$ cat config.mk
export PLATFORM = sky130hd
export DESIGN_NAME = vga_timing
export DESIGN_NICKNAME = d
export VERILOG_FILES = /design/src/dino_pkg.sv /design/src/vga_timing.sv
export SDC_FILE = /design/constraint.sdc
export NUM_CORES = 1
export LEC_CHECK = 0
export BUFFER_PORTS_ARGS = -buffer_cell sky130_fd_sc_hd__buf_4
export CORE_MARGIN = 2
export CORE_UTILIZATION = 47
export DETAILED_ROUTE_END_ITERATION = 10
export GPL_ROUTABILITY_DRIVEN = 1
export PLACE_DENSITY = 0.83
export SLEW_MARGIN = 20
export SYNTH_ARGS = -nofsm -noshare
export SYNTH_HDL_FRONTEND = slang
export SYNTH_SLANG_ARGS = --single-unit
$ cat constraint.sdc
create_clock -name clk -period 1.8 [get_ports clk]
set_clock_uncertainty 0.15 [all_clocks]
set_input_delay 0.09 -clock clk [delete_from_list [all_inputs] [get_ports clk]]
set_output_delay 0.09 -clock clk [all_outputs]
set_load 0.1 [all_outputs]
$ cat src/dino_pkg.sv
package dino_pkg;

    typedef logic [10:0] hcount_t;
    typedef logic [9:0]  vcount_t;
    typedef logic [7:0]  color8_t;
    typedef logic [3:0]  digit_t;
    typedef logic [7:0]  score_pos_t;
    typedef logic [31:0] tick_count_t;
    typedef logic [10:0] cloud_offset_t;

    typedef struct packed {
        color8_t r;
        color8_t g;
        color8_t b;
    } rgb_t;

    typedef struct packed {
        digit_t     score;
        score_pos_t score_x;
        score_pos_t score_y;
    } scene_regs_t;

    // 1280x480 visible inside a 1600x525 frame
    localparam logic [10:0] H_ACTIVE = 11'd1280;
    localparam logic [10:0] H_FRONT  = 11'd32;
    localparam logic [10:0] H_SYNC   = 11'd192;
    localparam logic [10:0] H_BACK   = 11'd96;
    localparam logic [10:0] H_TOTAL  = H_ACTIVE + H_FRONT + H_SYNC + H_BACK;
    localparam logic [10:0] V_ACTIVE = 11'd480;
    localparam logic [10:0] V_FRONT  = 11'd10;
    localparam logic [10:0] V_SYNC   = 11'd2;
    localparam logic [10:0] V_BACK   = 11'd33;
    localparam logic [10:0] V_TOTAL  = V_ACTIVE + V_FRONT + V_SYNC + V_BACK;

    localparam vcount_t HORIZON_ROW = 10'd280;
    localparam vcount_t BAND_ROW    = 10'd300;

    localparam rgb_t DAY_SKY      = '{r: 8'd135, g: 8'd206, b: 8'd235};
    localparam rgb_t NIGHT_SKY    = '{r: 8'd10,  g: 8'd10,  b: 8'd40};
    localparam rgb_t GROUND_LIGHT = '{r: 8'd139, g: 8'd69,  b: 8'd19};
    localparam rgb_t GROUND_DARK  = '{r: 8'd100, g: 8'd40,  b: 8'd10};
    localparam rgb_t SUN_CORE     = '{r: 8'd255, g: 8'd255, b: 8'd0};
    localparam rgb_t SUN_GLOW     = '{r: 8'd255, g: 8'd255, b: 8'd100};
    localparam rgb_t INK          = '{r: 8'd0,   g: 8'd0,   b: 8'd0};

    localparam hcount_t SUN_X       = 11'd1150;
    localparam vcount_t SUN_Y       = 10'd80;
    localparam int      SUN_CORE_R2 = 900;
    localparam int      SUN_GLOW_R2 = 1200;

    localparam int            CLOUD_COUNT = 3;
    localparam int            PUFF_COUNT  = 6;
    localparam cloud_offset_t CLOUD_WRAP  = 11'd1280;
    localparam int            PUFF_R2     = 100;

    // Puff centres at zero drift, one row per cloud
    localparam hcount_t CLOUD_PUFF_X [CLOUD_COUNT][PUFF_COUNT] = '{
        '{11'd235, 11'd245, 11'd255, 11'd245, 11'd255, 11'd265},
        '{11'd440, 11'd450, 11'd460, 11'd440, 11'd450, 11'd460},
        '{11'd690, 11'd700, 11'd710, 11'd690, 11'd700, 11'd710}
    };
    localparam vcount_t CLOUD_PUFF_Y [CLOUD_COUNT][PUFF_COUNT] = '{
        '{10'd70,  10'd65, 10'd65, 10'd75,  10'd75,  10'd70},
        '{10'd100, 10'd95, 10'd95, 10'd105, 10'd110, 10'd105},
        '{10'd60,  10'd55, 10'd55, 10'd65,  10'd70,  10'd65}
    };
    localparam rgb_t CLOUD_COLOR [CLOUD_COUNT] = '{
        '{r: 8'd255, g: 8'd255, b: 8'd255},
        '{r: 8'd250, g: 8'd250, b: 8'd250},
        '{r: 8'd245, g: 8'd245, b: 8'd245}
    };

    // 8x8 glyphs, MSB is the leftmost pixel
    localparam logic [7:0] FONT [10][8] = '{
        '{8'h3C, 8'h66, 8'h6E, 8'h7E, 8'h76, 8'h66, 8'h3C, 8'h00},
        '{8'h18, 8'h38, 8'h18, 8'h18, 8'h18, 8'h18, 8'h7E, 8'h00},
        '{8'h3C, 8'h66, 8'h06, 8'h1C, 8'h30, 8'h66, 8'h7E, 8'h00},
        '{8'h3C, 8'h66, 8'h06, 8'h1C, 8'h06, 8'h66, 8'h3C, 8'h00},
        '{8'h0C, 8'h1C, 8'h2C, 8'h4C, 8'h7E, 8'h0C, 8'h0C, 8'h00},
        '{8'h7E, 8'h60, 8'h7C, 8'h06, 8'h06, 8'h66, 8'h3C, 8'h00},
        '{8'h3C, 8'h66, 8'h60, 8'h7C, 8'h66, 8'h66, 8'h3C, 8'h00},
        '{8'h7E, 8'h06, 8'h0C, 8'h18, 8'h30, 8'h30, 8'h30, 8'h00},
        '{8'h3C, 8'h66, 8'h66, 8'h3C, 8'h66, 8'h66, 8'h3C, 8'h00},
        '{8'h3C, 8'h66, 8'h66, 8'h3E, 8'h06, 8'h66, 8'h3C, 8'h00}
    };

    localparam logic [8:0] ADDR_SCORE   = 9'd0;
    localparam logic [8:0] ADDR_SCORE_X = 9'd1;
    localparam logic [8:0] ADDR_SCORE_Y = 9'd2;

    localparam score_pos_t SCORE_X_RESET = 8'd25;
    localparam score_pos_t SCORE_Y_RESET = 8'd41;

endpackage
$ cat src/vga_timing.sv
module vga_timing (
    input  logic              clk,
    input  logic              reset,
    output dino_pkg::hcount_t hcount,
    output dino_pkg::vcount_t vcount,
    output logic              vga_hs,
    output logic              vga_vs,
    output logic              vga_blank_n,
    output logic              vga_sync_n,
    output logic              vga_clk
);

    localparam dino_pkg::hcount_t H_LAST   = dino_pkg::H_TOTAL - 11'd1;
    localparam dino_pkg::hcount_t HS_START = dino_pkg::H_ACTIVE + dino_pkg::H_FRONT;
    localparam dino_pkg::hcount_t HS_END   = HS_START + dino_pkg::H_SYNC;

    localparam dino_pkg::vcount_t V_LAST   = dino_pkg::vcount_t'(dino_pkg::V_TOTAL - 11'd1);
    localparam dino_pkg::vcount_t VS_START =
        dino_pkg::vcount_t'(dino_pkg::V_ACTIVE + dino_pkg::V_FRONT);
    localparam dino_pkg::vcount_t VS_END   =
        VS_START + dino_pkg::vcount_t'(dino_pkg::V_SYNC);
    localparam dino_pkg::vcount_t V_VISIBLE = dino_pkg::vcount_t'(dino_pkg::V_ACTIVE);

    logic end_of_line;
    logic end_of_frame;

    assign end_of_line  = (hcount == H_LAST);
    assign end_of_frame = (vcount == V_LAST);

    always_ff @(posedge clk or posedge reset) begin
        if (reset) begin
            hcount <= '0;
            vcount <= '0;
        end else begin
            hcount <= end_of_line ? '0 : hcount + 11'd1;
            // Line advances only when the pixel counter wraps
            if (end_of_line) begin
                vcount <= end_of_frame ? '0 : vcount + 10'd1;
            end
        end
    end

    assign vga_hs      = !((hcount >= HS_START) && (hcount < HS_END));
    assign vga_vs      = !((vcount >= VS_START) && (vcount < VS_END));
    assign vga_blank_n = (hcount < dino_pkg::H_ACTIVE) && (vcount < V_VISIBLE);
    assign vga_sync_n  = 1'b0;
    assign vga_clk     = hcount[0];

endmodule

==> impl_metrics.tcl <==
set metrics [dict create \
    io-pin-count 28 \
    drc 0 \
    seq_power_share_pct 63.8 \
    setup_viol 15 \
    numCtsBuffers 3 \
    cts_root_buf "clkbuf_4" \
    max_clock_freq_ghz 0.494 \
    critPathLaunchType "register" \
    avgRoutedWirePerCell_um 18.6 \
    p_total_uw 738 \
    whs_ns 0.192 \
    power.density_nw_per_um2 385 \
    post-place-ws_ns -0.00656 \
    drive_gt1_share_pct 61.5 \
    coreArea_um2 2480 \
    num_antenna_cells 0 \
    p_leak_uw 0.000855 \
    crit_arrival_ns 2.09 \
    cts_tree "built" \
    crit_type "register to register" \
    ys_seq_area_share_pct 43.1 \
    dp_hpwl_um 2090 \
    netlist_area_um2 1220 \
    p_comb_share_pct 3.2 \
    first_iter_violations 56 \
    dp_cells 182 \
    setup_tns_ns -1.22 \
    yosys_warnings 0 \
    cp_data_required_time_ns 1.87 \
    outcome "finished with violations" \
    start_util_pct 49.2 \
    dieArea_um2 3020 \
    fin_ws_ns -0.223 \
    cp_max_fo 5 \
    yosys_most_used_dff "dfrtp_1" \
    worst_setup_path_end_kind "register" \
    power_switching_uw 176 \
    stdcell_count 209 \
    clk_path_buf_depth 2 \
    peakVddDrop_v 0.000357 \
    cts_sinks 21 \
    htreeDepth 1 \
    antenna_left 0 \
    grt_start_max_net_pins 22 \
    grt_pass1_vias 1064 \
    antenna_found_initial 0 \
    synth_nets 129 \
    swShare_pct 23.8 \
    pwr-share-clk_pct 33.0 \
    period_share_pct 112 \
    slew_viol_final 0 \
    grt_first_pass_wirelength_um 5060 \
    netlist_instances 122 \
    reg2reg_depth 6 \
    rows 18 \
    async_flop_share_pct 100 \
    syn_to_final_growth_pct 57.2 \
    grt-ovfl-total 0 \
    p_int_uw 562 \
    drv_cap 0 \
    num_vias 1247 \
    syn_avg_cell_area_um2 10.0 \
    fp.dieH_um 54.9 \
    violations "setup timing" \
    clkSlewWorstSetupHoldPaths_ns 0.12 \
    totalWireLength_um 3880 \
    clkLatencyLatePin_ns 0.32 \
    viasPerCell 5.97 \
    portBuffers 26 \
    hp-class "primary input to async pin" \
    rsz0062_at_grt "true" \
    hold_violations 0 \
    gp_congestion 0.853 \
    die_w_um 54.9 \
    yosys.cell_types.count 37 \
    grtUsageTotal_pct 24.5 \
    layout.nets 187 \
    dr.pass1.iters 4 \
    fin_crit_ns 2.02 \
    ys_ff_latch 21 \
    synth_edf_count 0 \
]
synth_stat cells (3+ instances only):
| master | count | area (µm²) |
|---|---|---|
| buf_4 | 4 | 30.0 |
| xnor2_1 | 6 | 52.6 |
| ha_1 | 5 | 62.6 |
| dfrtp_1 | 21 | 526 |
| nand4_1 | 3 | 18.8 |
| nor3_1 | 6 | 30.0 |
| inv_1 | 7 | 26.3 |
| nand2_1 | 7 | 26.3 |
| and3_1 | 4 | 25.0 |
| o21ai_0 | 6 | 30.0 |
| xor2_1 | 5 | 43.8 |
| nor2_1 | 6 | 22.5 |
| nand3_1 | 12 | 60.1 |
per-stage QoR:
| step | instance area (µm²) | utilization (%) |
|---|---|---|
| final | 1920 | 77.4 |
| after CTS | 1750 | 70.6 |
| after detailed placement | 1570 | 63.2 |
| after global placement | 1570 | 63.2 |
| after global routing | 1920 | 77.4 |
| after floorplan | 1320 | - |
cells by family (layout without fill, tap and decap cells):
family | Yosys count | count (layout) | share of synthesized area [%]
AOI/OAI and AO/OA | 17 | 17 | 9.64
xor gates and xnor gates | 11 | 11 | 7.90
adders and majority gates | 5 | 5 | 5.13
buffers and inverters | 15 | 72 | 7.28
DFF | 21 | 21 | 43.1
muxes | 1 | 1 | 0.821
other | 1 | 1 | 0.307
and+or+nand+nor | 51 | 51 | 25.8
metal layers:
metal,vias up,track usage [%],part of all wire (%)
met5,-,0,0
met4,0,11.4,3.8
met3,18,4.84,7.6
met2,70,39.9,49
met1,614,31.3,40
li1,545,-,-
worst max-delay path, cell delays in order, from the launching register on:
cell	delay (ns)
dfrtp_4	0.50
buf_6	0.12
nor4b_4	0.30
buf_4	0.17
nand4_4	0.11
o31a_1	0.32
a31oi_1	0.23
what timing repair did:
item | 4_1_cts | 5_1_grt
buffers inserted | 9 | 13
hold buffers | 1 | 0
endpoints found under the setup margin | 5 | 17
hold endpoints to repair | 21 | 0
pin swaps | 2 | 7
resized for setup | 22 | 17
cells in the final DEF (no fill, tap or decap), types with 2 or more instances in the layout:
master	n
nand2_2	3
inv_4	2
dfrtp_4	7
nand3_1	12
and2_1	2
dfrtp_2	14
o21ai_1	4
inv_1	5
nor3_1	5
buf_12	4
nand4_1	3
nor2_1	4
and3_4	2
nor2_2	2
a31oi_1	2
and3_2	2
nand2_1	4
ha_1	3
and3_1	2
xor2_1	5
buf_6	9
clkbuf_4	3
o21ai_0	2
nor4b_4	2
xnor2_1	6
buf_4	47
power groups by stage:
stage	sequential, µW	combinational (µW)	clock [µW]
after floorplan	481	17.7	0
after global placement	481	21.9	0
after detailed placement	481	22.2	0
after CTS	471	23.9	240
after global routing	471	26.0	274
final	471	23.3	243
final timing paths:
path / from / endpoint / slack, ns
max: hcount[6] / vcount[9] / -0.22
min: reset / hcount[6] / 0.19
max reg2reg: hcount[6] / vcount[9] / -0.22
min reg2reg: vcount[6] / vcount[6] / 0.36
max in group asynchronous: reset / hcount[0] / 1.06
min in group clk: vcount[6] / vcount[6] / 0.36
sequential cells by signal, indices dropped and copies added, names as in the netlist:
name and cells:
hcount 11, vcount 10
area by class of cell:
cell class / instances / area (µm²)
multi-input cells: 86 / 709
fillers: 156 / 559
clock buffers: 4 / 26.3
well taps: 30 / 37.5
inverters: 7 / 31.3
repair buffers: 61 / 544
flip-flops and latches: 21 / 569
Note: power is estimated with default switching activity, not from simulation.
