### src/dino_pkg.sv
package dino_pkg;

    typedef logic [10:0] hcount_t;
    typedef logic [9:0]  vcount_t;
    typedef logic [7:0]  color8_t;
    typedef logic [3:0]  digit_t;
    typedef logic [7:0]  score_pos_t;
    typedef logic [31:0] tick_count_t;
    typedef logic [10:0] cloud_offset_t;

    typedef struct packed {
        color8_t r;
        color8_t g;
        color8_t b;
    } rgb_t;

    typedef struct packed {
        digit_t     score;
        score_pos_t score_x;
        score_pos_t score_y;
    } scene_regs_t;

    // 1280x480 visible inside a 1600x525 frame
    localparam logic [10:0] H_ACTIVE = 11'd1280;
    localparam logic [10:0] H_FRONT  = 11'd32;
    localparam logic [10:0] H_SYNC   = 11'd192;
    localparam logic [10:0] H_BACK   = 11'd96;
    localparam logic [10:0] H_TOTAL  = H_ACTIVE + H_FRONT + H_SYNC + H_BACK;
    localparam logic [10:0] V_ACTIVE = 11'd480;
    localparam logic [10:0] V_FRONT  = 11'd10;
    localparam logic [10:0] V_SYNC   = 11'd2;
    localparam logic [10:0] V_BACK   = 11'd33;
    localparam logic [10:0] V_TOTAL  = V_ACTIVE + V_FRONT + V_SYNC + V_BACK;

    localparam vcount_t HORIZON_ROW = 10'd280;
    localparam vcount_t BAND_ROW    = 10'd300;

    localparam rgb_t DAY_SKY      = '{r: 8'd135, g: 8'd206, b: 8'd235};
    localparam rgb_t NIGHT_SKY    = '{r: 8'd10,  g: 8'd10,  b: 8'd40};
    localparam rgb_t GROUND_LIGHT = '{r: 8'd139, g: 8'd69,  b: 8'd19};
    localparam rgb_t GROUND_DARK  = '{r: 8'd100, g: 8'd40,  b: 8'd10};
    localparam rgb_t SUN_CORE     = '{r: 8'd255, g: 8'd255, b: 8'd0};
    localparam rgb_t SUN_GLOW     = '{r: 8'd255, g: 8'd255, b: 8'd100};
    localparam rgb_t INK          = '{r: 8'd0,   g: 8'd0,   b: 8'd0};

    localparam hcount_t SUN_X       = 11'd1150;
    localparam vcount_t SUN_Y       = 10'd80;
    localparam int      SUN_CORE_R2 = 900;
    localparam int      SUN_GLOW_R2 = 1200;

    localparam int            CLOUD_COUNT = 3;
    localparam int            PUFF_COUNT  = 6;
    localparam cloud_offset_t CLOUD_WRAP  = 11'd1280;
    localparam int            PUFF_R2     = 100;

    // Puff centres at zero drift, one row per cloud
    localparam hcount_t CLOUD_PUFF_X [CLOUD_COUNT][PUFF_COUNT] = '{
        '{11'd235, 11'd245, 11'd255, 11'd245, 11'd255, 11'd265},
        '{11'd440, 11'd450, 11'd460, 11'd440, 11'd450, 11'd460},
        '{11'd690, 11'd700, 11'd710, 11'd690, 11'd700, 11'd710}
    };
    localparam vcount_t CLOUD_PUFF_Y [CLOUD_COUNT][PUFF_COUNT] = '{
        '{10'd70,  10'd65, 10'd65, 10'd75,  10'd75,  10'd70},
        '{10'd100, 10'd95, 10'd95, 10'd105, 10'd110, 10'd105},
        '{10'd60,  10'd55, 10'd55, 10'd65,  10'd70,  10'd65}
    };
    localparam rgb_t CLOUD_COLOR [CLOUD_COUNT] = '{
        '{r: 8'd255, g: 8'd255, b: 8'd255},
        '{r: 8'd250, g: 8'd250, b: 8'd250},
        '{r: 8'd245, g: 8'd245, b: 8'd245}
    };

    // 8x8 glyphs, MSB is the leftmost pixel
    localparam logic [7:0] FONT [10][8] = '{
        '{8'h3C, 8'h66, 8'h6E, 8'h7E, 8'h76, 8'h66, 8'h3C, 8'h00},
        '{8'h18, 8'h38, 8'h18, 8'h18, 8'h18, 8'h18, 8'h7E, 8'h00},
        '{8'h3C, 8'h66, 8'h06, 8'h1C, 8'h30, 8'h66, 8'h7E, 8'h00},
        '{8'h3C, 8'h66, 8'h06, 8'h1C, 8'h06, 8'h66, 8'h3C, 8'h00},
        '{8'h0C, 8'h1C, 8'h2C, 8'h4C, 8'h7E, 8'h0C, 8'h0C, 8'h00},
        '{8'h7E, 8'h60, 8'h7C, 8'h06, 8'h06, 8'h66, 8'h3C, 8'h00},
        '{8'h3C, 8'h66, 8'h60, 8'h7C, 8'h66, 8'h66, 8'h3C, 8'h00},
        '{8'h7E, 8'h06, 8'h0C, 8'h18, 8'h30, 8'h30, 8'h30, 8'h00},
        '{8'h3C, 8'h66, 8'h66, 8'h3C, 8'h66, 8'h66, 8'h3C, 8'h00},
        '{8'h3C, 8'h66, 8'h66, 8'h3E, 8'h06, 8'h66, 8'h3C, 8'h00}
    };

    localparam logic [8:0] ADDR_SCORE   = 9'd0;
    localparam logic [8:0] ADDR_SCORE_X = 9'd1;
    localparam logic [8:0] ADDR_SCORE_Y = 9'd2;

    localparam score_pos_t SCORE_X_RESET = 8'd25;
    localparam score_pos_t SCORE_Y_RESET = 8'd41;

endpackage
### src/scene_regs.sv
module scene_regs (
    input  logic                  clk,
    input  logic                  reset,
    input  logic                  chipselect,
    input  logic                  write,
    input  logic [8:0]            address,
    input  logic [31:0]           writedata,
    output dino_pkg::scene_regs_t regs
);

    logic wr_en;

    assign wr_en = chipselect && write;

    always_ff @(posedge clk or posedge reset) begin
        if (reset) begin
            regs.score   <= '0;
            regs.score_x <= dino_pkg::SCORE_X_RESET;
            regs.score_y <= dino_pkg::SCORE_Y_RESET;
        end else if (wr_en) begin
            case (address)
                dino_pkg::ADDR_SCORE: begin
                    regs.score <= writedata[3:0];
                end
                dino_pkg::ADDR_SCORE_X: begin
                    regs.score_x <= writedata[7:0];
                end
                dino_pkg::ADDR_SCORE_Y: begin
                    regs.score_y <= writedata[7:0];
                end
                // Unmapped addresses are dropped
                default: begin
                end
            endcase
        end
    end

endmodule

### config.mk
export PLATFORM = sky130hd
export DESIGN_NAME = scene_regs
export DESIGN_NICKNAME = d
export VERILOG_FILES = /design/src/dino_pkg.sv /design/src/scene_regs.sv
export SDC_FILE = /design/constraint.sdc
export NUM_CORES = 1
export LEC_CHECK = 0
export BUFFER_PORTS_ARGS = -buffer_cell sky130_fd_sc_hd__buf_2
export CORE_MARGIN = 2
export CORE_UTILIZATION = 34
export DETAILED_ROUTE_END_ITERATION = 16
export GPL_TIMING_DRIVEN = 1
export HOLD_SLACK_MARGIN = 0.05
export PLACE_DENSITY = 0.83
export SKIP_LAST_GASP = 1
export SLEW_MARGIN = 20
export SYNTH_ARGS = -nofsm -noshare
export SYNTH_HDL_FRONTEND = slang
export SYNTH_SLANG_ARGS = --single-unit
### constraint.sdc
create_clock -name clk -period 0.8 [get_ports clk]
set_input_delay 0.12 -clock clk [delete_from_list [all_inputs] [get_ports clk]]
set_output_delay 0.12 -clock clk [all_outputs]
set_load 0.005 [all_outputs]
==> run summary <==
====================================================================================
Vias/cell .............................................................        4.776
Die X-Extent ..........................................................     52.87 um
Largest fanout on the critical path ...................................            2
Avg Cell Area, Syn ....................................................  16.57 sq um
Fraction of the mapped netlist area in compound gates .................           0%
Clock group share of total power ......................................        31.8%
Critical Path RT ......................................................       680 ps
Worst Tran Pin Value ..................................................     352.6 ps
Share of the clock period used by the worst path after layout .........       131.9%
Fraction of power spent switching nets ................................       20.75%
Post-layout min period ................................................      1055 ps
Parity-gate share of the synthesized area counting xor and xnor cells .           0%
Starting Density ......................................................       36.36%
Share of power burned in registers ....................................        59.1%
Initial antenna violation count .......................................            0
Nets ..................................................................          143
Total Negative Setup Slacks ...........................................     -7033 ps
DP Cell Count .........................................................          119
TritonCTS Buffers .....................................................            3
Iteration count of the initial detailed-routing pass ..................            2
Type of destination of the critical path ..............................  output port
Share of synthesized area occupied by flip-flops and latches ..........       62.56%
Failing checks ........................................................ setup timing
Max-Cap Viols .........................................................            0
Static leakage ........................................................    0.6580 nW
Worst setup path endpoint .............................................      regs[8]
Logic depth of the worst path, buffers included .......................            1
Peak ir drop on the vdd network .......................................     957.7 uV
Slowest stage cell, crit path .........................................      dfstp_2
Multi-input combinational cell area ...................................  330.3 sq um
Register with the highest flop count ..................................         regs
Max Slew Vio Count ....................................................            0
Unrepaired setup endpoints after global routing .......................          yes
Area Growth Syn to Fin ................................................       46.23%
Reg2reg path depth ....................................................            1
I/O pins ..............................................................           65
Standard-cell rows ....................................................           17
Final Total Pwr .......................................................   0.001757 W
Area of the mapped netlist ............................................  812.0 sq um
Startpoint-to-endpoint class of the critical path ..................... flip-flop to output port
Ys Warns ..............................................................            0
Endpoint of the most critical register-to-register path ............... regs[10]$_DFFE_PP0P_
Final Cell Area .......................................................   1187 sq um
Clock latency on the worst-skew pair ..................................       290 ps
Combinational family with the most area after synthesis ............... multiplexers
Number of register bits inferred by synthesis .........................           20
Grt ovf ...............................................................            0
Relative slew slack ...................................................       76.32%
Buffers added on ports ................................................           40
Internal reg-to-reg setup slack .......................................        30 ps
Top cells by area in the synthesized netlist .......................... dfrtp_1, mux2_2, dfstp_2
Die Span Y ............................................................     52.87 um
Share of synthesized cell area in and, or, nand and nor gates .........       9.245%
Fmax ..................................................................   0.9477 GHz
Remaining antenna violation count after routing .......................            0
Fraction of synthesized area in multiplexers ..........................       27.73%
Regs by FF count ...................................................... regs: 20 flops
Number of buffers and inverters on the critical path ..................            1
Start point of the critical path ...................................... regs[8]$_DFFE_PP1P_
Net load switching power ..............................................  0.0003645 W
Largest area contributor in the synthesized netlist ...................      dfrtp_1
# clock sinks .........................................................           20
Detailed router's first-iteration violation count .....................            1
Storage cell area .....................................................  508.0 sq um
Combinational share of power ..........................................         9.1%
Final standard cell count with taps included and fillers excluded .....          125
Setup WS post-layout ..................................................    -255.1 ps
Net Count, Synth ......................................................           94
Critical path cell sequence ...........................................        buf_2
H-Tree Depth ..........................................................            1
Critical path launch point type .......................................    flip-flop
Share of final-layout standard cells stronger than drive strength 1 ...       79.38%
Internal power component ..............................................   0.001392 W
Clock Tree Buf Depth ..................................................            2
Hold crit path type ................................................... input pin to flip-flop
Pwr Density ........................................................... 1479 nW/um^2
Number of distinct library cells after synthesis ......................           10
Flip-flop count of the largest register, all copies and words added ...           20
Global-route usage over all layers ....................................       13.16%
Fill cell instance count of the final layout ..........................          211
Synthesized instance count ............................................           49
Setup violators final .................................................           40
DRC violation count after routing .....................................            0
Final setup skew ......................................................         0 ps
Worst EP arrival ......................................................       940 ps
Number of global-route vias before repair .............................          639
Post-Route Hold Slack .................................................     69.30 ps
Die area ..............................................................   2795 sq um
ANT cells .............................................................            0
Wire length of the first global-routing pass ..........................      2656 um
Hold Fails Final Rpt ..................................................            0
Slowest cell delay on critical path ...................................       540 ps
WL final ..............................................................      1709 um
Root Buffer ...........................................................     clkbuf_4
TritonCTS clock tree ..................................................        built
Critical R2R Launch ................................................... regs[10]$_DFFE_PP0P_
Clk pin slew, worst setup/hold paths ..................................       110 ps
Adder and majority cell fraction of the synthesized area ..............           0%
Total number of vias ..................................................          597
Run status ............................................................ finished, violations left
Cell type group with the largest total delay on the critical path .....   flip-flops
Average detailed-routed wire length per instance ......................     13.67 um
Area of the core ......................................................   2233 sq um
Gp weighted congestion ................................................       0.6456
Placed cell area ......................................................   1080 sq um
Maximum number of pins on one net before global-route repair ..........           21
Share of the synthesized area in the top cell type ....................       43.14%
====================================================================================
-- kinds of logic (layout without fill, tap and decap cells) --
group                  after synthesis  in the layout
buffers and inverters                1             49
and+or+nand+nor                      8              8
muxes                               20             20
DFF                                 20             20
-- final cells by class --
| cell class | count | area share [%] |
|---|---|---|
| clock buffers | 4 | 3.056 |
| inverters | 1 | 0.3161 |
| well taps | 28 | 2.950 |
| multi-input cells | 28 | 27.82 |
| flip-flops and latches | 20 | 42.78 |
| repair buffers | 44 | 23.08 |
-- how the worst min path moves through the flow --
stage	from	to	slack, ps	depth (start not counted)
5_1_grt	writedata[4]	regs[4]$_DFFE_PP0P_	50	2
3_3_place_gp	reset	regs[6]$_DFFE_PP0P_	140	3
2_1_floorplan	reset	regs[10]$_DFFE_PP0P_	80	1
3_5_place_dp	reset	regs[7]$_DFFE_PP0P_	150	3
6_report	writedata[4]	regs[4]$_DFFE_PP0P_	70	2
4_1_cts	writedata[4]	regs[4]$_DFFE_PP0P_	60	2
-- repair_timing --
action,in CTS,in global routing
pin swaps,1,2
setup endpoints to repair,40,40
setup buffers,1,0
hold buffers,1,0
resized for setup,3,6
endpoints found under the hold margin,14,0
-- routing by layer --
metal  vias up  routed length [um]  track usage, %
li1        275                   -               -
met1       291                 659           15.36
met2        31                 905           24.58
met3         0                 145           2.825
met4         0                   0           2.564
met5         -                   0               0
-- Yosys cell counts --
library cell  number
nor2b_1            2
nand4_2            2
dfrtp_1           14
nor4b_2            1
mux2_2            20
dfstp_2            6
nor4_2             1
nor2_1             1
inv_1              1
nand4_1            1
-- metrics by stage --
| step | util, % | worst slack (ps) |
|---|---|---|
| after global routing | 53.17 | -302.8 |
| after global placement | 48.35 | -551.5 |
| final | 53.17 | -255.1 |
| after detailed placement | 48.35 | -611.7 |
| after CTS | 51.60 | -274.3 |
| after floorplan | - | -331.8 |
-- placed cells by master (no fill, tap or decap) --
cell            n
clkbuf_4        3
dlygate4sd3_1   1
nor2b_1         2
nand4_1         1
nand4_2         1
dfstp_2         6
nor4b_4         1
mux2_2         19
buf_2          34
buf_4           2
nor4_4          1
nand4_4         1
buf_6           7
inv_1           1
nor2_1          1
clkbuf_8        1
dfrtp_1        14
mux2_4          1
-- power groups by stage --
| stage | clock (W) | combinational, W | sequential [W] |
|---|---|---|---|
| after floorplan | 0 | 0.0000446 | 0.00106 |
| after global routing | 0.000640 | 0.000177 | 0.00104 |
| final | 0.000559 | 0.000160 | 0.00104 |
| after global placement | 0 | 0.000136 | 0.00106 |
| after detailed placement | 0 | 0.000144 | 0.00106 |
| after CTS | 0.000595 | 0.000151 | 0.00104 |
Power figures use the tool's default switching activity.
