==> config.mk <==
export PLATFORM = sky130hd
export DESIGN_NAME = score_overlay
export DESIGN_NICKNAME = d
export VERILOG_FILES = /design/src/dino_pkg.sv /design/src/score_overlay.sv
export SDC_FILE = /design/constraint.sdc
export NUM_CORES = 1
export LEC_CHECK = 0
export ABC_AREA = 1
export BUFFER_PORTS_ARGS = -buffer_cell sky130_fd_sc_hd__buf_2
export CAP_MARGIN = 20
export CORE_MARGIN = 1.5
export CORE_UTILIZATION = 45
export DETAILED_ROUTE_END_ITERATION = 12
export PLACE_DENSITY = 0.81
export SLEW_MARGIN = 20
export SYNTH_ARGS = -nofsm -noshare
export SYNTH_HDL_FRONTEND = slang
export SYNTH_SLANG_ARGS = --single-unit
==> constraint.sdc <==
create_clock -name vclk -period 5.65
set_input_delay 1.13 -clock vclk [all_inputs]
set_output_delay 1.13 -clock vclk [all_outputs]
set_load 0.01 [all_outputs]
==> src/dino_pkg.sv <==
package dino_pkg;

    typedef logic [10:0] hcount_t;
    typedef logic [9:0]  vcount_t;
    typedef logic [7:0]  color8_t;
    typedef logic [3:0]  digit_t;
    typedef logic [7:0]  score_pos_t;
    typedef logic [31:0] tick_count_t;
    typedef logic [10:0] cloud_offset_t;

    typedef struct packed {
        color8_t r;
        color8_t g;
        color8_t b;
    } rgb_t;

    typedef struct packed {
        digit_t     score;
        score_pos_t score_x;
        score_pos_t score_y;
    } scene_regs_t;

    // 1280x480 visible inside a 1600x525 frame
    localparam logic [10:0] H_ACTIVE = 11'd1280;
    localparam logic [10:0] H_FRONT  = 11'd32;
    localparam logic [10:0] H_SYNC   = 11'd192;
    localparam logic [10:0] H_BACK   = 11'd96;
    localparam logic [10:0] H_TOTAL  = H_ACTIVE + H_FRONT + H_SYNC + H_BACK;
    localparam logic [10:0] V_ACTIVE = 11'd480;
    localparam logic [10:0] V_FRONT  = 11'd10;
    localparam logic [10:0] V_SYNC   = 11'd2;
    localparam logic [10:0] V_BACK   = 11'd33;
    localparam logic [10:0] V_TOTAL  = V_ACTIVE + V_FRONT + V_SYNC + V_BACK;

    localparam vcount_t HORIZON_ROW = 10'd280;
    localparam vcount_t BAND_ROW    = 10'd300;

    localparam rgb_t DAY_SKY      = '{r: 8'd135, g: 8'd206, b: 8'd235};
    localparam rgb_t NIGHT_SKY    = '{r: 8'd10,  g: 8'd10,  b: 8'd40};
    localparam rgb_t GROUND_LIGHT = '{r: 8'd139, g: 8'd69,  b: 8'd19};
    localparam rgb_t GROUND_DARK  = '{r: 8'd100, g: 8'd40,  b: 8'd10};
    localparam rgb_t SUN_CORE     = '{r: 8'd255, g: 8'd255, b: 8'd0};
    localparam rgb_t SUN_GLOW     = '{r: 8'd255, g: 8'd255, b: 8'd100};
    localparam rgb_t INK          = '{r: 8'd0,   g: 8'd0,   b: 8'd0};

    localparam hcount_t SUN_X       = 11'd1150;
    localparam vcount_t SUN_Y       = 10'd80;
    localparam int      SUN_CORE_R2 = 900;
    localparam int      SUN_GLOW_R2 = 1200;

    localparam int            CLOUD_COUNT = 3;
    localparam int            PUFF_COUNT  = 6;
    localparam cloud_offset_t CLOUD_WRAP  = 11'd1280;
    localparam int            PUFF_R2     = 100;

    // Puff centres at zero drift, one row per cloud
    localparam hcount_t CLOUD_PUFF_X [CLOUD_COUNT][PUFF_COUNT] = '{
        '{11'd235, 11'd245, 11'd255, 11'd245, 11'd255, 11'd265},
        '{11'd440, 11'd450, 11'd460, 11'd440, 11'd450, 11'd460},
        '{11'd690, 11'd700, 11'd710, 11'd690, 11'd700, 11'd710}
    };
    localparam vcount_t CLOUD_PUFF_Y [CLOUD_COUNT][PUFF_COUNT] = '{
        '{10'd70,  10'd65, 10'd65, 10'd75,  10'd75,  10'd70},
        '{10'd100, 10'd95, 10'd95, 10'd105, 10'd110, 10'd105},
        '{10'd60,  10'd55, 10'd55, 10'd65,  10'd70,  10'd65}
    };
    localparam rgb_t CLOUD_COLOR [CLOUD_COUNT] = '{
        '{r: 8'd255, g: 8'd255, b: 8'd255},
        '{r: 8'd250, g: 8'd250, b: 8'd250},
        '{r: 8'd245, g: 8'd245, b: 8'd245}
    };

    // 8x8 glyphs, MSB is the leftmost pixel
    localparam logic [7:0] FONT [10][8] = '{
        '{8'h3C, 8'h66, 8'h6E, 8'h7E, 8'h76, 8'h66, 8'h3C, 8'h00},
        '{8'h18, 8'h38, 8'h18, 8'h18, 8'h18, 8'h18, 8'h7E, 8'h00},
        '{8'h3C, 8'h66, 8'h06, 8'h1C, 8'h30, 8'h66, 8'h7E, 8'h00},
        '{8'h3C, 8'h66, 8'h06, 8'h1C, 8'h06, 8'h66, 8'h3C, 8'h00},
        '{8'h0C, 8'h1C, 8'h2C, 8'h4C, 8'h7E, 8'h0C, 8'h0C, 8'h00},
        '{8'h7E, 8'h60, 8'h7C, 8'h06, 8'h06, 8'h66, 8'h3C, 8'h00},
        '{8'h3C, 8'h66, 8'h60, 8'h7C, 8'h66, 8'h66, 8'h3C, 8'h00},
        '{8'h7E, 8'h06, 8'h0C, 8'h18, 8'h30, 8'h30, 8'h30, 8'h00},
        '{8'h3C, 8'h66, 8'h66, 8'h3C, 8'h66, 8'h66, 8'h3C, 8'h00},
        '{8'h3C, 8'h66, 8'h66, 8'h3E, 8'h06, 8'h66, 8'h3C, 8'h00}
    };

    localparam logic [8:0] ADDR_SCORE   = 9'd0;
    localparam logic [8:0] ADDR_SCORE_X = 9'd1;
    localparam logic [8:0] ADDR_SCORE_Y = 9'd2;

    localparam score_pos_t SCORE_X_RESET = 8'd25;
    localparam score_pos_t SCORE_Y_RESET = 8'd41;

endpackage
==> src/score_overlay.sv <==
module score_overlay (
    input  dino_pkg::hcount_t     hcount,
    input  dino_pkg::vcount_t     vcount,
    input  dino_pkg::scene_regs_t regs,
    output logic                  ink
);

    dino_pkg::hcount_t col_off;
    dino_pkg::vcount_t row_off;
    logic              in_box;
    logic              valid_digit;
    logic [2:0]        bit_sel;
    logic [7:0]        glyph_row;

    // Offsets left or above the box wrap to large values and fail the range test
    assign col_off = hcount - dino_pkg::hcount_t'(regs.score_x);
    assign row_off = vcount - dino_pkg::vcount_t'(regs.score_y);
    assign in_box  = (col_off < 11'd8) && (row_off < 10'd8);

    assign valid_digit = (regs.score <= 4'd9);
    assign bit_sel     = 3'd7 - col_off[2:0];

    always_comb begin
        glyph_row = 8'h00;
        if (valid_digit) begin
            glyph_row = dino_pkg::FONT[regs.score][row_off[2:0]];
        end
    end

    assign ink = in_box && glyph_row[bit_sel];

endmodule

==> flow_summary.ini, run 1 <==
[finish]
nClkBuffers = 0
n_sequential_cell = 0
multi_input_area_sq_mm = 0.00142
fill_cells = 396
area_growth_pct = 11.8
n_antenna_cell = 0
drive_gt1_share_pct = 13.4
finalNonFillerCells = 421
seqCellArea_sq_um = 0
finish.net_count = 440

[route]
wirelength_mm = 4.17
dr.pass1.iters = 5
dr_total_vias = 2089
route.detailed.drc = 0
via_per_inst = 4.96
postRouteAntennaNets = 0
drtIter0Drc = 161
post_drt_wl_per_cell_um = 9.90

[synth]
synth_nets = 405
synth_common_cells = nand2_1 (121), inv_1 (59), nand3_1 (47)
synth_top_family_by_area = simple AND/OR/NAND/NOR gates
yosys.area.top_type = nand2_1
yosysMostFrequentCell = nand2_1
synth-xor-area-share_pct = 3.56
syn_area_sq_mm = 0.00172
yosys_warnings = 0
yosysTopAreaCellShare_pct = 26.4
yosysUniqueCellTypes = 27
ys_seq_area_share_pct = 0
yosys.area_share.adder_pct = 18.3
synth_compound_area_share_pct = 8.29
avgSynthCellArea_sq_um = 5.06
synthSimpleGateAreaFrac_pct = 52.1
syn-instance-count = 340
yosys-top-cells-area = nand2_1 (26%), ha_1 (16%), nand3_1 (14%), inv_1 (13%), nor2_1 (6.5%)
synth.area.mux_share_pct = 0

[worst_setup_path]
cp_slowest_stage_delay_ns = 0.38
path_cells = buf_2 -> inv_1 -> ha_1 -> fa_1 -> inv_1 -> nand2_1 -> nand2_1 -> clkinv_2 -> a21oi_1 -> nand2_1 -> nand2_1 -> nand2_1 -> nand2_1 -> nand2_1 -> nor2_1 -> nand4_1 -> nor2_1 -> buf_2
cp_max_fo = 11
cp.required_ns = 4.52
crit_path_top_delay_cell = fa_1
worst_setup_path_end_kind = output pin
worstSetupPathType = input pin to output pin
startpoint_type = input pin
cp.arrival_ns = 3.28
cp_common_cell = nand2_1

[power]
p_leak_nw = 1.23
power.density_mw_per_mm2 = 101
swShare_pct = 61.9
power.share.sequential_pct = 0
ir_worst_vdd_uv = 55.0
internal_power_w = 0.0000738
power.switching_w = 0.000120
clkPwrFrac_pct = 0
p_comb_share_pct = 100.0

[sta]
finalSetupViolCount = 0
max_freq_mhz = 227
rsz0062_at_grt = false
min_period_ns = 4.41
worst_pin_slew_ns = 0.521
slew_violations = 0
post-route-period-util_pct = 78.0
timing.setup.tns_ns = 0
slew_headroom_pct = 65.3
hold_viol = 0

[global_routing]
grt_start_max_net_pins = 19
grt_pass1_vias = 1756
globalRouteTotalUtil_pct = 19.2
antenna_found_initial = 0
grt_pass1_wl_mm = 6.88
grt_overflow = 0

[placement]
portBuffers = 42
place_hpwl_mm = 3.53
placed_cells = 421
gp_congestion = 0.928

[clock_network]
cts_resized = 0
post_cts_buffers = 0
holdBufCountCts = 0

[worst_hold_path]
hp-start = vcount[8]
hold_path.class = input pin to output pin
min_path_cells = 5
worstHoldEndpoint = ink

[floorplan]
die-area_sq_mm = 0.00420
io-pin-count = 42
row_count = 22
start_util_pct = 47.0
coreArea_sq_mm = 0.00366
die_y_um = 64.8
dieWidth_um = 64.8

[status]
status = finished clean

[job]
maxCapViolCount = 0
==> logic make-up (layout without fill, tap and decap cells) <==
family          Yosys count  in the layout
fa+ha+maj                24             24
xor+xnor                  7              7
buf+inv                  72            105
compound gates           26             26
simple gates            211            211
==> power by group through the flow <==
stage	Clock (W)	Combinational, W	Sequential, W
2_1_floorplan	0	0.000150	0
3_5_place_dp	0	0.000191	0
3_3_place_gp	0	0.000190	0
4_1_cts	0	0.000192	0
5_1_grt	0	0.000221	0
6_report	0	0.000194	0
==> worst max-delay path by stage <==
stage / start / to / depth (start not counted)
after CTS: vcount[0] / ink / 18
after global routing: vcount[0] / ink / 18
after floorplan: vcount[0] / ink / 16
after detailed placement: vcount[0] / ink / 18
after global placement: vcount[0] / ink / 18
final: vcount[0] / ink / 18
==> cells in the final DEF (no fill, tap or decap) <==
| cell type | instances |
|---|---|
| nand2_1 | 121 |
| inv_1 | 59 |
| nand3_1 | 47 |
| buf_2 | 42 |
| nor2_1 | 30 |
| ha_1 | 22 |
| a21oi_1 | 10 |
| o21ai_0 | 9 |
| nand4_1 | 7 |
| xor2_1 | 6 |
| inv_2 | 3 |
| nand3b_1 | 3 |
| o21ai_1 | 2 |
| fa_1 | 2 |
| a31oi_1 | 1 |
| o211ai_1 | 1 |
| nand2_2 | 1 |
| clkinv_2 | 1 |
| nand3_2 | 1 |
| nand2_4 | 1 |
| a21boi_0 | 1 |
| o21bai_1 | 1 |
| a21oi_2 | 1 |
| xnor2_1 | 1 |
==> layout make-up <==
type | count | area share (%)
multi-input cells | 268 | 73.6
well taps | 48 | 3.12
repair buffers | 42 | 10.9
inverters | 63 | 12.4
==> layer usage <==
metal  track usage (%)  wire (um)  vias to the layer above
li1                  -          -                     1131
met1              25.5       1880                      870
met2              35.7       2030                       84
met3             0.174        232                        4
met4              2.13         32                        0
met5                 0          0                        -
==> metrics by stage <==
stage / power, W / util (%) / worst slack (ns) / hold WS, ns / area [sq um]
after detailed placement: 0.000191 / 52.5 / 1.26 / 2.68 / 1920
after global placement: 0.000190 / 52.5 / 1.28 / 2.67 / 1920
after CTS: 0.000192 / 52.5 / 1.24 / 2.68 / 1920
final: 0.000194 / 52.5 / 1.24 / 2.67 / 1920
after floorplan: 0.000150 / - / 1.71 / 2.44 / 1720
after global routing: 0.000221 / 52.5 / 1.02 / 2.71 / 1920
==> critical path: cells and delay by family <==
kind,cells,cell delay [ns]
buffers and inverters,5,0.50
adder cells (fa/ha/maj),2,0.59
AND/OR/NAND/NOR,10,0.90
AO/OA/AOI/OAI,1,0.17
Power figures use the tool's default switching activity.
==> run 2, diff against run 1 <==
Clock period 5.65 ns to 4.5 ns, I/O delays scaled along.
==> flow_summary.ini, run 2 (synthesis gave the netlist of run 1 again) <==
[finish]
multi_input_area_sq_mm = 0.00142
finish.net_count = 441
seqCellArea_sq_um = 0
mostFrequentLayoutCell = nand2_1
drive_gt1_share_pct = 13.6
area_growth_pct = 12.2
fill_cells = 392
nClkBuffers = 0
n_antenna_cell = 0
n_sequential_cell = 0
final_cell_mix = nand2_1 (121), inv_1 (59), nand3_1 (47)

[sta]
hold_ws_ns = 2.21
finalSetupViolCount = 0
min_period_ns = 3.96
timing.setup.tns_ns = 0
slew_violations = 0
rsz0062_at_grt = false
worst_pin_slew_ns = 0.415
slew_headroom_pct = 72.3
setup_ws_ns = 0.543
post-route-period-util_pct = 87.9
hold_viol = 0
max_freq_mhz = 253

[placement]
portBuffers = 42
dp_slack_ns = 0.572
gp_congestion = 0.907
place_hpwl_mm = 3.56

[floorplan]
coreArea_sq_mm = 0.00366
io-pin-count = 42
row_count = 22
start_util_pct = 47.0
die-area_sq_mm = 0.00420
dieWidth_um = 64.8
die_y_um = 64.8

[worst_setup_path]
cp_slowest_stage_delay_ns = 0.38
cp_num_buf_inv = 5
worstSetupPathType = input pin to output pin
cp.required_ns = 3.60
cp.arrival_ns = 3.06
cp_max_fo = 11
crit_path_top_delay_cell = fa_1
startpoint_type = input pin
worst_setup_path_end_kind = output pin
cp_common_cell = nand2_1
path_cells = buf_2 -> inv_1 -> ha_1 -> fa_1 -> inv_1 -> nand2_1 -> nand2_1 -> clkinv_2 -> a21oi_1 -> nand2_1 -> nand2_1 -> nand2_1 -> nand2_1 -> nand2_1 -> nor2_1 -> nand4_1 -> nor2_1 -> buf_2
path_delay_family = simple AND/OR/NAND/NOR gates

[global_routing]
grt_pass1_wl_mm = 7.06
grt_overflow = 0
grt_start_max_net_pins = 14
antenna_found_initial = 0
grt_pass1_vias = 1766
globalRouteTotalUtil_pct = 19.8

[worst_hold_path]
hold_path.class = input pin to output pin

[route]
post_drt_wl_per_cell_um = 10.0
via_per_inst = 5.10
drtIter0Drc = 172
wirelength_mm = 4.22
postRouteAntennaNets = 0
route.detailed.drc = 0
dr.pass1.iters = 6
dr_total_vias = 2151

[power]
ir_worst_vdd_uv = 79.4
p_leak_nw = 1.23
power.density_mw_per_mm2 = 127

[status]
status = finished clean

[clock_network]
cts_resized = 0
post_cts_buffers = 0
holdBufCountCts = 0

[job]
maxCapViolCount = 0
## run 2: cell count changes in the layout (fill, tap and decap cells not counted), sizes merged
cell	delta
buf	+1
## run 2: path summary, 6_finish.rpt
path | from | to | cells past startpoint
worst min-delay path | vcount[8] | ink | 5
worst max-delay path | vcount[0] | ink | 18
## run 2: tightest hold or removal path, delay by kind of cell
family | cells | cell delay, ns
xor+xnor | 1 | 0.06
buf+inv | 2 | 0.22
simple gates | 2 | 0.12
## run 2: area by class of cell
cell class	instances	area share (%)
inverter	63	12.3
tap	48	3.11
timing repair buffer	43	11.3
multi-input combinational	268	73.3
## run 2: through the flow
step | power (W) | util, % | instance area (sq um) | instances
finish | 0.000245 | 52.7 | 1930 | 422
CTS | 0.000243 | 52.7 | 1930 | 422
detailed placement | 0.000241 | 52.7 | 1930 | 422
global placement | 0.000240 | 52.7 | 1930 | 422
floorplan | 0.000189 | - | 1720 | 340
global route | 0.000279 | 52.7 | 1930 | 422
## run 2: routing by layer
layer	vias to the layer above	GRT usage, %	part of all wire [%]
li1	1133	-	-
met1	903	26.3	43
met2	105	37.0	47
met3	10	0.174	7.6
met4	0	1.33	1.8
met5	-	0	0
## run 2: power by group
group          internal (W)  switching [W]  leakage, nW  total [W]
Combinational     0.0000938       0.000151         1.23   0.000245
Clock                     0              0            0          0
Sequential                0              0            0          0
Total             0.0000938       0.000151         1.23   0.000245
