## config.mk

```make
export PLATFORM = sky130hd
export DESIGN_NAME = sky_clock
export DESIGN_NICKNAME = d
export VERILOG_FILES = /design/src/dino_pkg.sv /design/src/sky_clock.sv
export SDC_FILE = /design/constraint.sdc
export NUM_CORES = 1
export LEC_CHECK = 0
export BUFFER_PORTS_ARGS = -buffer_cell sky130_fd_sc_hd__buf_2
export CELL_PAD_IN_SITES_DETAIL_PLACEMENT = 1
export CELL_PAD_IN_SITES_GLOBAL_PLACEMENT = 1
export CORE_UTILIZATION = 45
export CTS_CLUSTER_SIZE = 30
export DETAILED_ROUTE_END_ITERATION = 6
export PLACE_DENSITY_LB_ADDON = 0.25
export SLEW_MARGIN = 15
export SYNTH_ARGS = -nofsm -noshare
export SYNTH_HDL_FRONTEND = slang
export SYNTH_SLANG_ARGS = --single-unit
```

## constraint.sdc

```tcl
create_clock -name clk -period 4.5 [get_ports clk]
set_input_delay 0.9 -clock clk [delete_from_list [all_inputs] [get_ports clk]]
set_output_delay 0.9 -clock clk [all_outputs]
set_load 0.05 [all_outputs]
```

## src/dino_pkg.sv

```systemverilog
package dino_pkg;

    typedef logic [10:0] hcount_t;
    typedef logic [9:0]  vcount_t;
    typedef logic [7:0]  color8_t;
    typedef logic [3:0]  digit_t;
    typedef logic [7:0]  score_pos_t;
    typedef logic [31:0] tick_count_t;
    typedef logic [10:0] cloud_offset_t;

    typedef struct packed {
        color8_t r;
        color8_t g;
        color8_t b;
    } rgb_t;

    typedef struct packed {
        digit_t     score;
        score_pos_t score_x;
        score_pos_t score_y;
    } scene_regs_t;

    // 1280x480 visible inside a 1600x525 frame
    localparam logic [10:0] H_ACTIVE = 11'd1280;
    localparam logic [10:0] H_FRONT  = 11'd32;
    localparam logic [10:0] H_SYNC   = 11'd192;
    localparam logic [10:0] H_BACK   = 11'd96;
    localparam logic [10:0] H_TOTAL  = H_ACTIVE + H_FRONT + H_SYNC + H_BACK;
    localparam logic [10:0] V_ACTIVE = 11'd480;
    localparam logic [10:0] V_FRONT  = 11'd10;
    localparam logic [10:0] V_SYNC   = 11'd2;
    localparam logic [10:0] V_BACK   = 11'd33;
    localparam logic [10:0] V_TOTAL  = V_ACTIVE + V_FRONT + V_SYNC + V_BACK;

    localparam vcount_t HORIZON_ROW = 10'd280;
    localparam vcount_t BAND_ROW    = 10'd300;

    localparam rgb_t DAY_SKY      = '{r: 8'd135, g: 8'd206, b: 8'd235};
    localparam rgb_t NIGHT_SKY    = '{r: 8'd10,  g: 8'd10,  b: 8'd40};
    localparam rgb_t GROUND_LIGHT = '{r: 8'd139, g: 8'd69,  b: 8'd19};
    localparam rgb_t GROUND_DARK  = '{r: 8'd100, g: 8'd40,  b: 8'd10};
    localparam rgb_t SUN_CORE     = '{r: 8'd255, g: 8'd255, b: 8'd0};
    localparam rgb_t SUN_GLOW     = '{r: 8'd255, g: 8'd255, b: 8'd100};
    localparam rgb_t INK          = '{r: 8'd0,   g: 8'd0,   b: 8'd0};

    localparam hcount_t SUN_X       = 11'd1150;
    localparam vcount_t SUN_Y       = 10'd80;
    localparam int      SUN_CORE_R2 = 900;
    localparam int      SUN_GLOW_R2 = 1200;

    localparam int            CLOUD_COUNT = 3;
    localparam int            PUFF_COUNT  = 6;
    localparam cloud_offset_t CLOUD_WRAP  = 11'd1280;
    localparam int            PUFF_R2     = 100;

    // Puff centres at zero drift, one row per cloud
    localparam hcount_t CLOUD_PUFF_X [CLOUD_COUNT][PUFF_COUNT] = '{
        '{11'd235, 11'd245, 11'd255, 11'd245, 11'd255, 11'd265},
        '{11'd440, 11'd450, 11'd460, 11'd440, 11'd450, 11'd460},
        '{11'd690, 11'd700, 11'd710, 11'd690, 11'd700, 11'd710}
    };
    localparam vcount_t CLOUD_PUFF_Y [CLOUD_COUNT][PUFF_COUNT] = '{
        '{10'd70,  10'd65, 10'd65, 10'd75,  10'd75,  10'd70},
        '{10'd100, 10'd95, 10'd95, 10'd105, 10'd110, 10'd105},
        '{10'd60,  10'd55, 10'd55, 10'd65,  10'd70,  10'd65}
    };
    localparam rgb_t CLOUD_COLOR [CLOUD_COUNT] = '{
        '{r: 8'd255, g: 8'd255, b: 8'd255},
        '{r: 8'd250, g: 8'd250, b: 8'd250},
        '{r: 8'd245, g: 8'd245, b: 8'd245}
    };

    // 8x8 glyphs, MSB is the leftmost pixel
    localparam logic [7:0] FONT [10][8] = '{
        '{8'h3C, 8'h66, 8'h6E, 8'h7E, 8'h76, 8'h66, 8'h3C, 8'h00},
        '{8'h18, 8'h38, 8'h18, 8'h18, 8'h18, 8'h18, 8'h7E, 8'h00},
        '{8'h3C, 8'h66, 8'h06, 8'h1C, 8'h30, 8'h66, 8'h7E, 8'h00},
        '{8'h3C, 8'h66, 8'h06, 8'h1C, 8'h06, 8'h66, 8'h3C, 8'h00},
        '{8'h0C, 8'h1C, 8'h2C, 8'h4C, 8'h7E, 8'h0C, 8'h0C, 8'h00},
        '{8'h7E, 8'h60, 8'h7C, 8'h06, 8'h06, 8'h66, 8'h3C, 8'h00},
        '{8'h3C, 8'h66, 8'h60, 8'h7C, 8'h66, 8'h66, 8'h3C, 8'h00},
        '{8'h7E, 8'h06, 8'h0C, 8'h18, 8'h30, 8'h30, 8'h30, 8'h00},
        '{8'h3C, 8'h66, 8'h66, 8'h3C, 8'h66, 8'h66, 8'h3C, 8'h00},
        '{8'h3C, 8'h66, 8'h66, 8'h3E, 8'h06, 8'h66, 8'h3C, 8'h00}
    };

    localparam logic [8:0] ADDR_SCORE   = 9'd0;
    localparam logic [8:0] ADDR_SCORE_X = 9'd1;
    localparam logic [8:0] ADDR_SCORE_Y = 9'd2;

    localparam score_pos_t SCORE_X_RESET = 8'd25;
    localparam score_pos_t SCORE_Y_RESET = 8'd41;

endpackage
```

## src/sky_clock.sv

```systemverilog
module sky_clock #(
    parameter dino_pkg::tick_count_t NIGHT_CYCLES = 32'd550000000,
    parameter dino_pkg::tick_count_t CLOUD_CYCLES = 32'd8000000
) (
    input  logic                    clk,
    input  logic                    reset,
    output logic                    night,
    output dino_pkg::cloud_offset_t cloud_offset
);

    dino_pkg::tick_count_t night_timer;
    dino_pkg::tick_count_t drift_count;
    logic                  drift_tick;

    // Night latches once and never clears
    always_ff @(posedge clk or posedge reset) begin
        if (reset) begin
            night_timer <= '0;
            night       <= 1'b0;
        end else begin
            night_timer <= night_timer + 32'd1;
            if (night_timer == NIGHT_CYCLES) begin
                night <= 1'b1;
            end
        end
    end

    // One drift step per CLOUD_CYCLES clocks
    assign drift_tick = (drift_count == CLOUD_CYCLES - 32'd1);

    always_ff @(posedge clk or posedge reset) begin
        if (reset) begin
            drift_count  <= '0;
            cloud_offset <= '0;
        end else begin
            drift_count <= drift_tick ? '0 : drift_count + 32'd1;
            if (drift_tick) begin
                if (cloud_offset == dino_pkg::CLOUD_WRAP) begin
                    cloud_offset <= '0;
                end else begin
                    cloud_offset <= cloud_offset + 11'd1;
                end
            end
        end
    end

endmodule

```

==> results.cfg, run 1 <==
[timing]
maxSlewHeadroom = 0.372
finClkSkew_ns = 0.0126
setup_viol = 0
finalCriticalPeriod_ns = 2.43
rsz0062_at_grt = no
hold_viol = 0
drv_slew = 0
fin_tns_setup_ns = 0
tightestPinTransition_ns = 0.933
timing.fmax_mhz = 411
min_period_over_period = 0.540

[global_routing]
overflow = 0
grt_use_total = 0.219
grt_pass1_vias = 2980
grt_max_degree = 55
antenna_found_initial = 0
grt_pass1_wl_mm = 15.0

[die]
ioPinCount = 14
core_area_sq_um = 8220
dieHeight_um = 94.1
fp.dieW_um = 94.1
dieArea_sq_um = 8860
num_rows = 33
initial_core_util = 0.465

[min_path]
hp-class = reg2reg

[critical_path]
crit_fanout = 12
cp_top_family = simple AND/OR/NAND/NOR gates
start_kind = flop
required_ns = 4.80
cp.arrival_ns = 2.73
crit_path_max_incr_delay_ns = 0.63
crit_chain = ha_1 > and3_1 > nand4_1 > nor3b_1 > a31o_2
crit_path_end_kind = flop
cp.buffers_inverters = 0
cp_slowest_cell = nor3b_1
crit_type = reg2reg

[cts]
cts_sinks = 76
clockRootBuffer = clkbuf_8
postCtsSetupBuffers = 0
cts_made_buffers = 9
h-tree-depth = 3
ctsHoldBuffers = 0
clk_latency_ns = 0.35
post_cts_resized = 0
cts_tree = built
clkTransAtPathRegs_ns = 0.08
clock_path_buffers = 2

[cells_and_area]
diodes = 0
layout-drive-gt1-share = 0.121
syn_to_final_growth_pct = 10.9
fin_nets = 391

[power_and_ir_drop]
p_leak_uw = 0.00183
ir_drop_mv = 0.157
total_power_uw = 1300
powerDensity_nw_per_um2 = 307

[detailed_routing]
wl_per_cell_um = 17.5
drt-pass1-iter-count = 4
route.vias.total = 2912
viasPerCell = 5.89
wl_mm = 8.63
detail-route-antenna-nets = 0
drt_iter0_drc = 103
drc = 0

[logic_synthesis]
ys_dominant_reg_cell = dfrtp_1
yosys-top-cells-area = dfrtp_1, xnor2_1, nand3_1, xor2_1, nand4_1
syn_area_sq_um = 3820
syn_avg_cell_area_sq_um = 10.5
synth-edff-count = 0
synth_cell_type_count = 44
ys_warn_count = 0
synth_top_cell_area_share = 0.498
synth.net_count = 371
synth.most_common_cell = dfrtp_1
synth_common_cells = dfrtp_1, xnor2_1, nand3_1
synth_top_cell_by_area = dfrtp_1
ys_ff_latch = 76
ys_async_sr_fraction = 1.00
synthCells = 364
synth-seq-area-share = 0.498

[placed_design]
port_buffers = 13
routabilityCongestion = 0.786
hpwl_mm = 6.04

[run_status]
status = complete, no violations

[job]
cap_violations = 0
==> routing by layer <==
layer	part of all wire	global-route usage	up-vias
li1	-	-	1372
met1	0.46	0.285	1497
met2	0.51	0.364	29
met3	0.019	0.0340	14
met4	0.018	0.0885	0
met5	0	0	-
==> state kept, by name, indices dropped and copies added (netlist names) <==
register,flops
drift_count,32
cloud_offset,11
night,1
night_timer,32
==> logic make-up after synthesis <==
group	count (synthesis)	synth area share
XOR/XNOR	55	0.126
AO/OA/AOI/OAI	34	0.0596
adder cells (fa/ha/maj)	5	0.0164
multiplexers	2	0.00524
AND/OR/NAND/NOR	173	0.275
buffers and inverters	19	0.0193
flip-flops	76	0.498
==> cell type report <==
| class | instances | area, sq um |
|---|---|---|
| clock buffers | 11 | 151 |
| fillers | 937 | 3980 |
| repair buffers | 14 | 72.6 |
| inverters | 14 | 52.6 |
| clock inverters | 5 | 83.8 |
| flip-flops and latches | 76 | 1900 |
| multi-input cells | 269 | 1840 |
| well taps | 105 | 131 |
==> metrics by stage <==
step	hold slack [ns]	instances	util	cell area, sq um	setup WS [ns]
after global routing	0.497	494	0.516	4240	1.84
final	0.484	494	0.516	4240	2.07
after CTS	0.486	494	0.516	4240	2.11
after floorplan	0.445	364	-	3820	1.66
after detailed placement	0.466	478	0.487	4000	2.15
after global placement	0.460	478	0.487	4000	2.20
==> path summary, 6_finish.rpt <==
check / from / endpoint / slack (ns) / cells after the start
hold reg to reg: night_timer[23] / night_timer[23] / 0.48 / 1
setup / recovery: drift_count[0] / cloud_offset[3] / 2.07 / 5
max in group asynchronous: reset / drift_count[7] / 2.88 / 3
min in group asynchronous: reset / cloud_offset[4] / 0.55 / 2
hold / removal: night_timer[23] / night_timer[23] / 0.48 / 1
setup reg to reg: drift_count[0] / cloud_offset[3] / 2.07 / 5
==> where the power goes <==
group / switching [uW] / internal, uW / leakage (uW) / total (uW)
Sequential: 0 / 682 / 0.00103 / 682
Combinational: 13.1 / 0.939 / 0.000687 / 14.0
Clock: 262 / 344 / 0.000112 / 606
Total: 275 / 1030 / 0.00183 / 1300
==> layout by cell type (no fill, tap or decap), drive strengths merged, types with 2 or more instances in the layout <==
cell type / n
bufinv: 2
clkinvlp: 2
nor2: 21
nand2: 27
a22o: 2
and3: 11
mux2i: 2
clkbuf: 11
nor4bb: 2
buf: 14
and2: 2
nand3: 34
a211o: 2
nand4: 23
xnor2: 39
dfrtp: 76
a31o: 2
or3: 4
or4: 2
xor2: 16
o31ai: 2
and4: 11
a31oi: 5
nor4b: 5
nor3: 12
o31a: 2
ha: 5
nand4b: 3
inv: 14
a21oi: 8
o21ai: 7
nor4: 13
(Power assumes the default switching activity.)
==> run 2, diff against run 1 <==
CORE_UTILIZATION = 44   (was 45)
clock period = 2.1 ns   (was 4.5 ns; I/O delays follow)
==> run 2 against run 1 <==
Effect of this change: final cell count rose by 4.7%; sequential share of layout area fell by 1.9 points; clock skew rose by 0.0036 ns; global-route usage rose by 0.30 points; clock power rose by 100%; core utilization rose by 1.7 points; combinational power rose to 2.8 times the previous value; sequential power rose by 110%; largest power group unchanged.
==> results.cfg, run 2 (same netlist as run 1, synthesis figures left out) <==
[run_status]
status = complete, no violations

[cts]
cts_made_buffers = 9
clock_path_buffers = 2
ctsHoldBuffers = 0
h-tree-depth = 3
clkTransAtPathRegs_ns = 0.08
cts_tree = built
cts_sinks = 76
clockRootBuffer = clkbuf_8
clk_latency_ns = 0.35
post_cts_resized = 0
postCtsSetupBuffers = 0

[timing]
min_period_over_period = 0.949
fin_tns_setup_ns = 0
maxSlewHeadroom = 0.654
rsz0062_at_grt = no
setup_viol = 0
hold_viol = 0
finalCriticalPeriod_ns = 1.99
drv_slew = 0
tightestPinTransition_ns = 0.518
worst_slack_ns = 0.108
timing.fmax_mhz = 502
finClkSkew_ns = 0.0162

[detailed_routing]
route.vias.total = 3009
drt_iter0_drc = 95
wl_mm = 9.09
viasPerCell = 5.82
drt-pass1-iter-count = 4
detail-route-antenna-nets = 0
drc = 0
wl_per_cell_um = 17.6

[critical_path]
cp_top_family = simple AND/OR/NAND/NOR gates
start_kind = flop
crit_path_max_incr_delay_ns = 0.43
cp.arrival_ns = 2.24
required_ns = 2.34
crit_fanout = 5
cp.buffers_inverters = 2
crit_type = reg2reg
cp_slowest_cell = dfrtp_1
crit_path_end_kind = flop
crit_chain = inv_1 > ha_1 > nor4bb_1 > nand3_1 > buf_4 > a211o_1 > a22o_1

[power_and_ir_drop]
intPower_uw = 2140
powerDensity_nw_per_um2 = 621
p_comb_frac = 0.014
p_clk_frac = 0.453
ir_drop_mv = 0.267
power_switching_uw = 602
p_leak_uw = 0.00194
p_sw_frac = 0.220
p_seq_frac = 0.533

[global_routing]
antenna_found_initial = 0
grt_pass1_vias = 3197
overflow = 0
grt_max_degree = 46
grt_use_total = 0.222
grt_pass1_wl_mm = 15.4

[cells_and_area]
post-route-util = 0.532
fillers = 918
final_common_cell = dfrtp_1
multi_input_area_sq_um = 1840
syn_to_final_growth_pct = 15.7
diodes = 0
fin_nets = 414
largestRegisters = drift_count (32), night_timer (32), cloud_offset (11)
layout-drive-gt1-share = 0.167
layout_common_cells = dfrtp_1, xnor2_1, nand3_1
regArea_sq_um = 1900

[placed_design]
pre_cts_slack_ns = 0.136
hpwl_mm = 6.45
port_buffers = 13
routabilityCongestion = 0.764

[die]
dieArea_sq_um = 9060
initial_core_util = 0.460
ioPinCount = 14
dieHeight_um = 95.2
num_rows = 33
core_area_sq_um = 8300
fp.dieW_um = 95.2

[job]
cap_violations = 0

[min_path]
hp-class = in2async
==> run 2: final timing paths <==
check | startpoint | endpoint | slack (ns) | cells after the start
setup / recovery | cloud_offset[0] | cloud_offset[8] | 0.11 | 7
hold / removal | reset | drift_count[17] | 0.13 | 3
setup reg to reg | cloud_offset[0] | cloud_offset[8] | 0.11 | 7
hold reg to reg | drift_count[31] | drift_count[31] | 0.48 | 1
max in group asynchronous | reset | night_timer[31] | 1.72 | 3
min in group clk | drift_count[31] | drift_count[31] | 0.48 | 1
==> run 2: power groups by stage <==
stage | registers, uW | clock network (uW) | logic, uW
finish | 1460 | 1240 | 38.9
global route | 1460 | 1320 | 45.7
CTS | 1460 | 1270 | 41.8
detailed placement | 1490 | 0 | 41.8
global placement | 1490 | 0 | 40.9
floorplan | 1490 | 0 | 21.7
==> run 2: metal layers <==
metal	GRT usage	vias to the layer above	wire length, um
li1	-	1420	-
met1	0.285	1533	4140
met5	0	-	0
met2	0.370	43	4580
met3	0.0439	13	225
met4	0.0846	0	150
==> run 2: cell type report <==
class / count / share of cell area
flip-flops and latches: 76 / 0.430
multi-input cells: 269 / 0.417
repair buffers: 37 / 0.0612
well taps: 105 / 0.0297
clock buffers: 10 / 0.0289
clock inverters: 6 / 0.0201
inverters: 14 / 0.0127
==> run 2: worst register-to-register path, cell delays in order (launching register included) <==
cell	delay, ns
dfrtp_1	0.43
inv_1	0.10
ha_1	0.14
nor4bb_1	0.37
nand3_1	0.19
buf_4	0.18
a211o_1	0.25
a22o_1	0.22
==> run 2: metrics by stage <==
stage | total power (uW) | std cells | instance area (sq um) | hold WS (ns)
finish | 2740 | 517 | 4420 | 0.128
global route | 2830 | 517 | 4420 | 0.129
CTS | 2770 | 517 | 4420 | 0.129
detailed placement | 1530 | 501 | 4200 | 0.477
global placement | 1530 | 501 | 4200 | 0.461
floorplan | 1510 | 364 | 3820 | 0.445
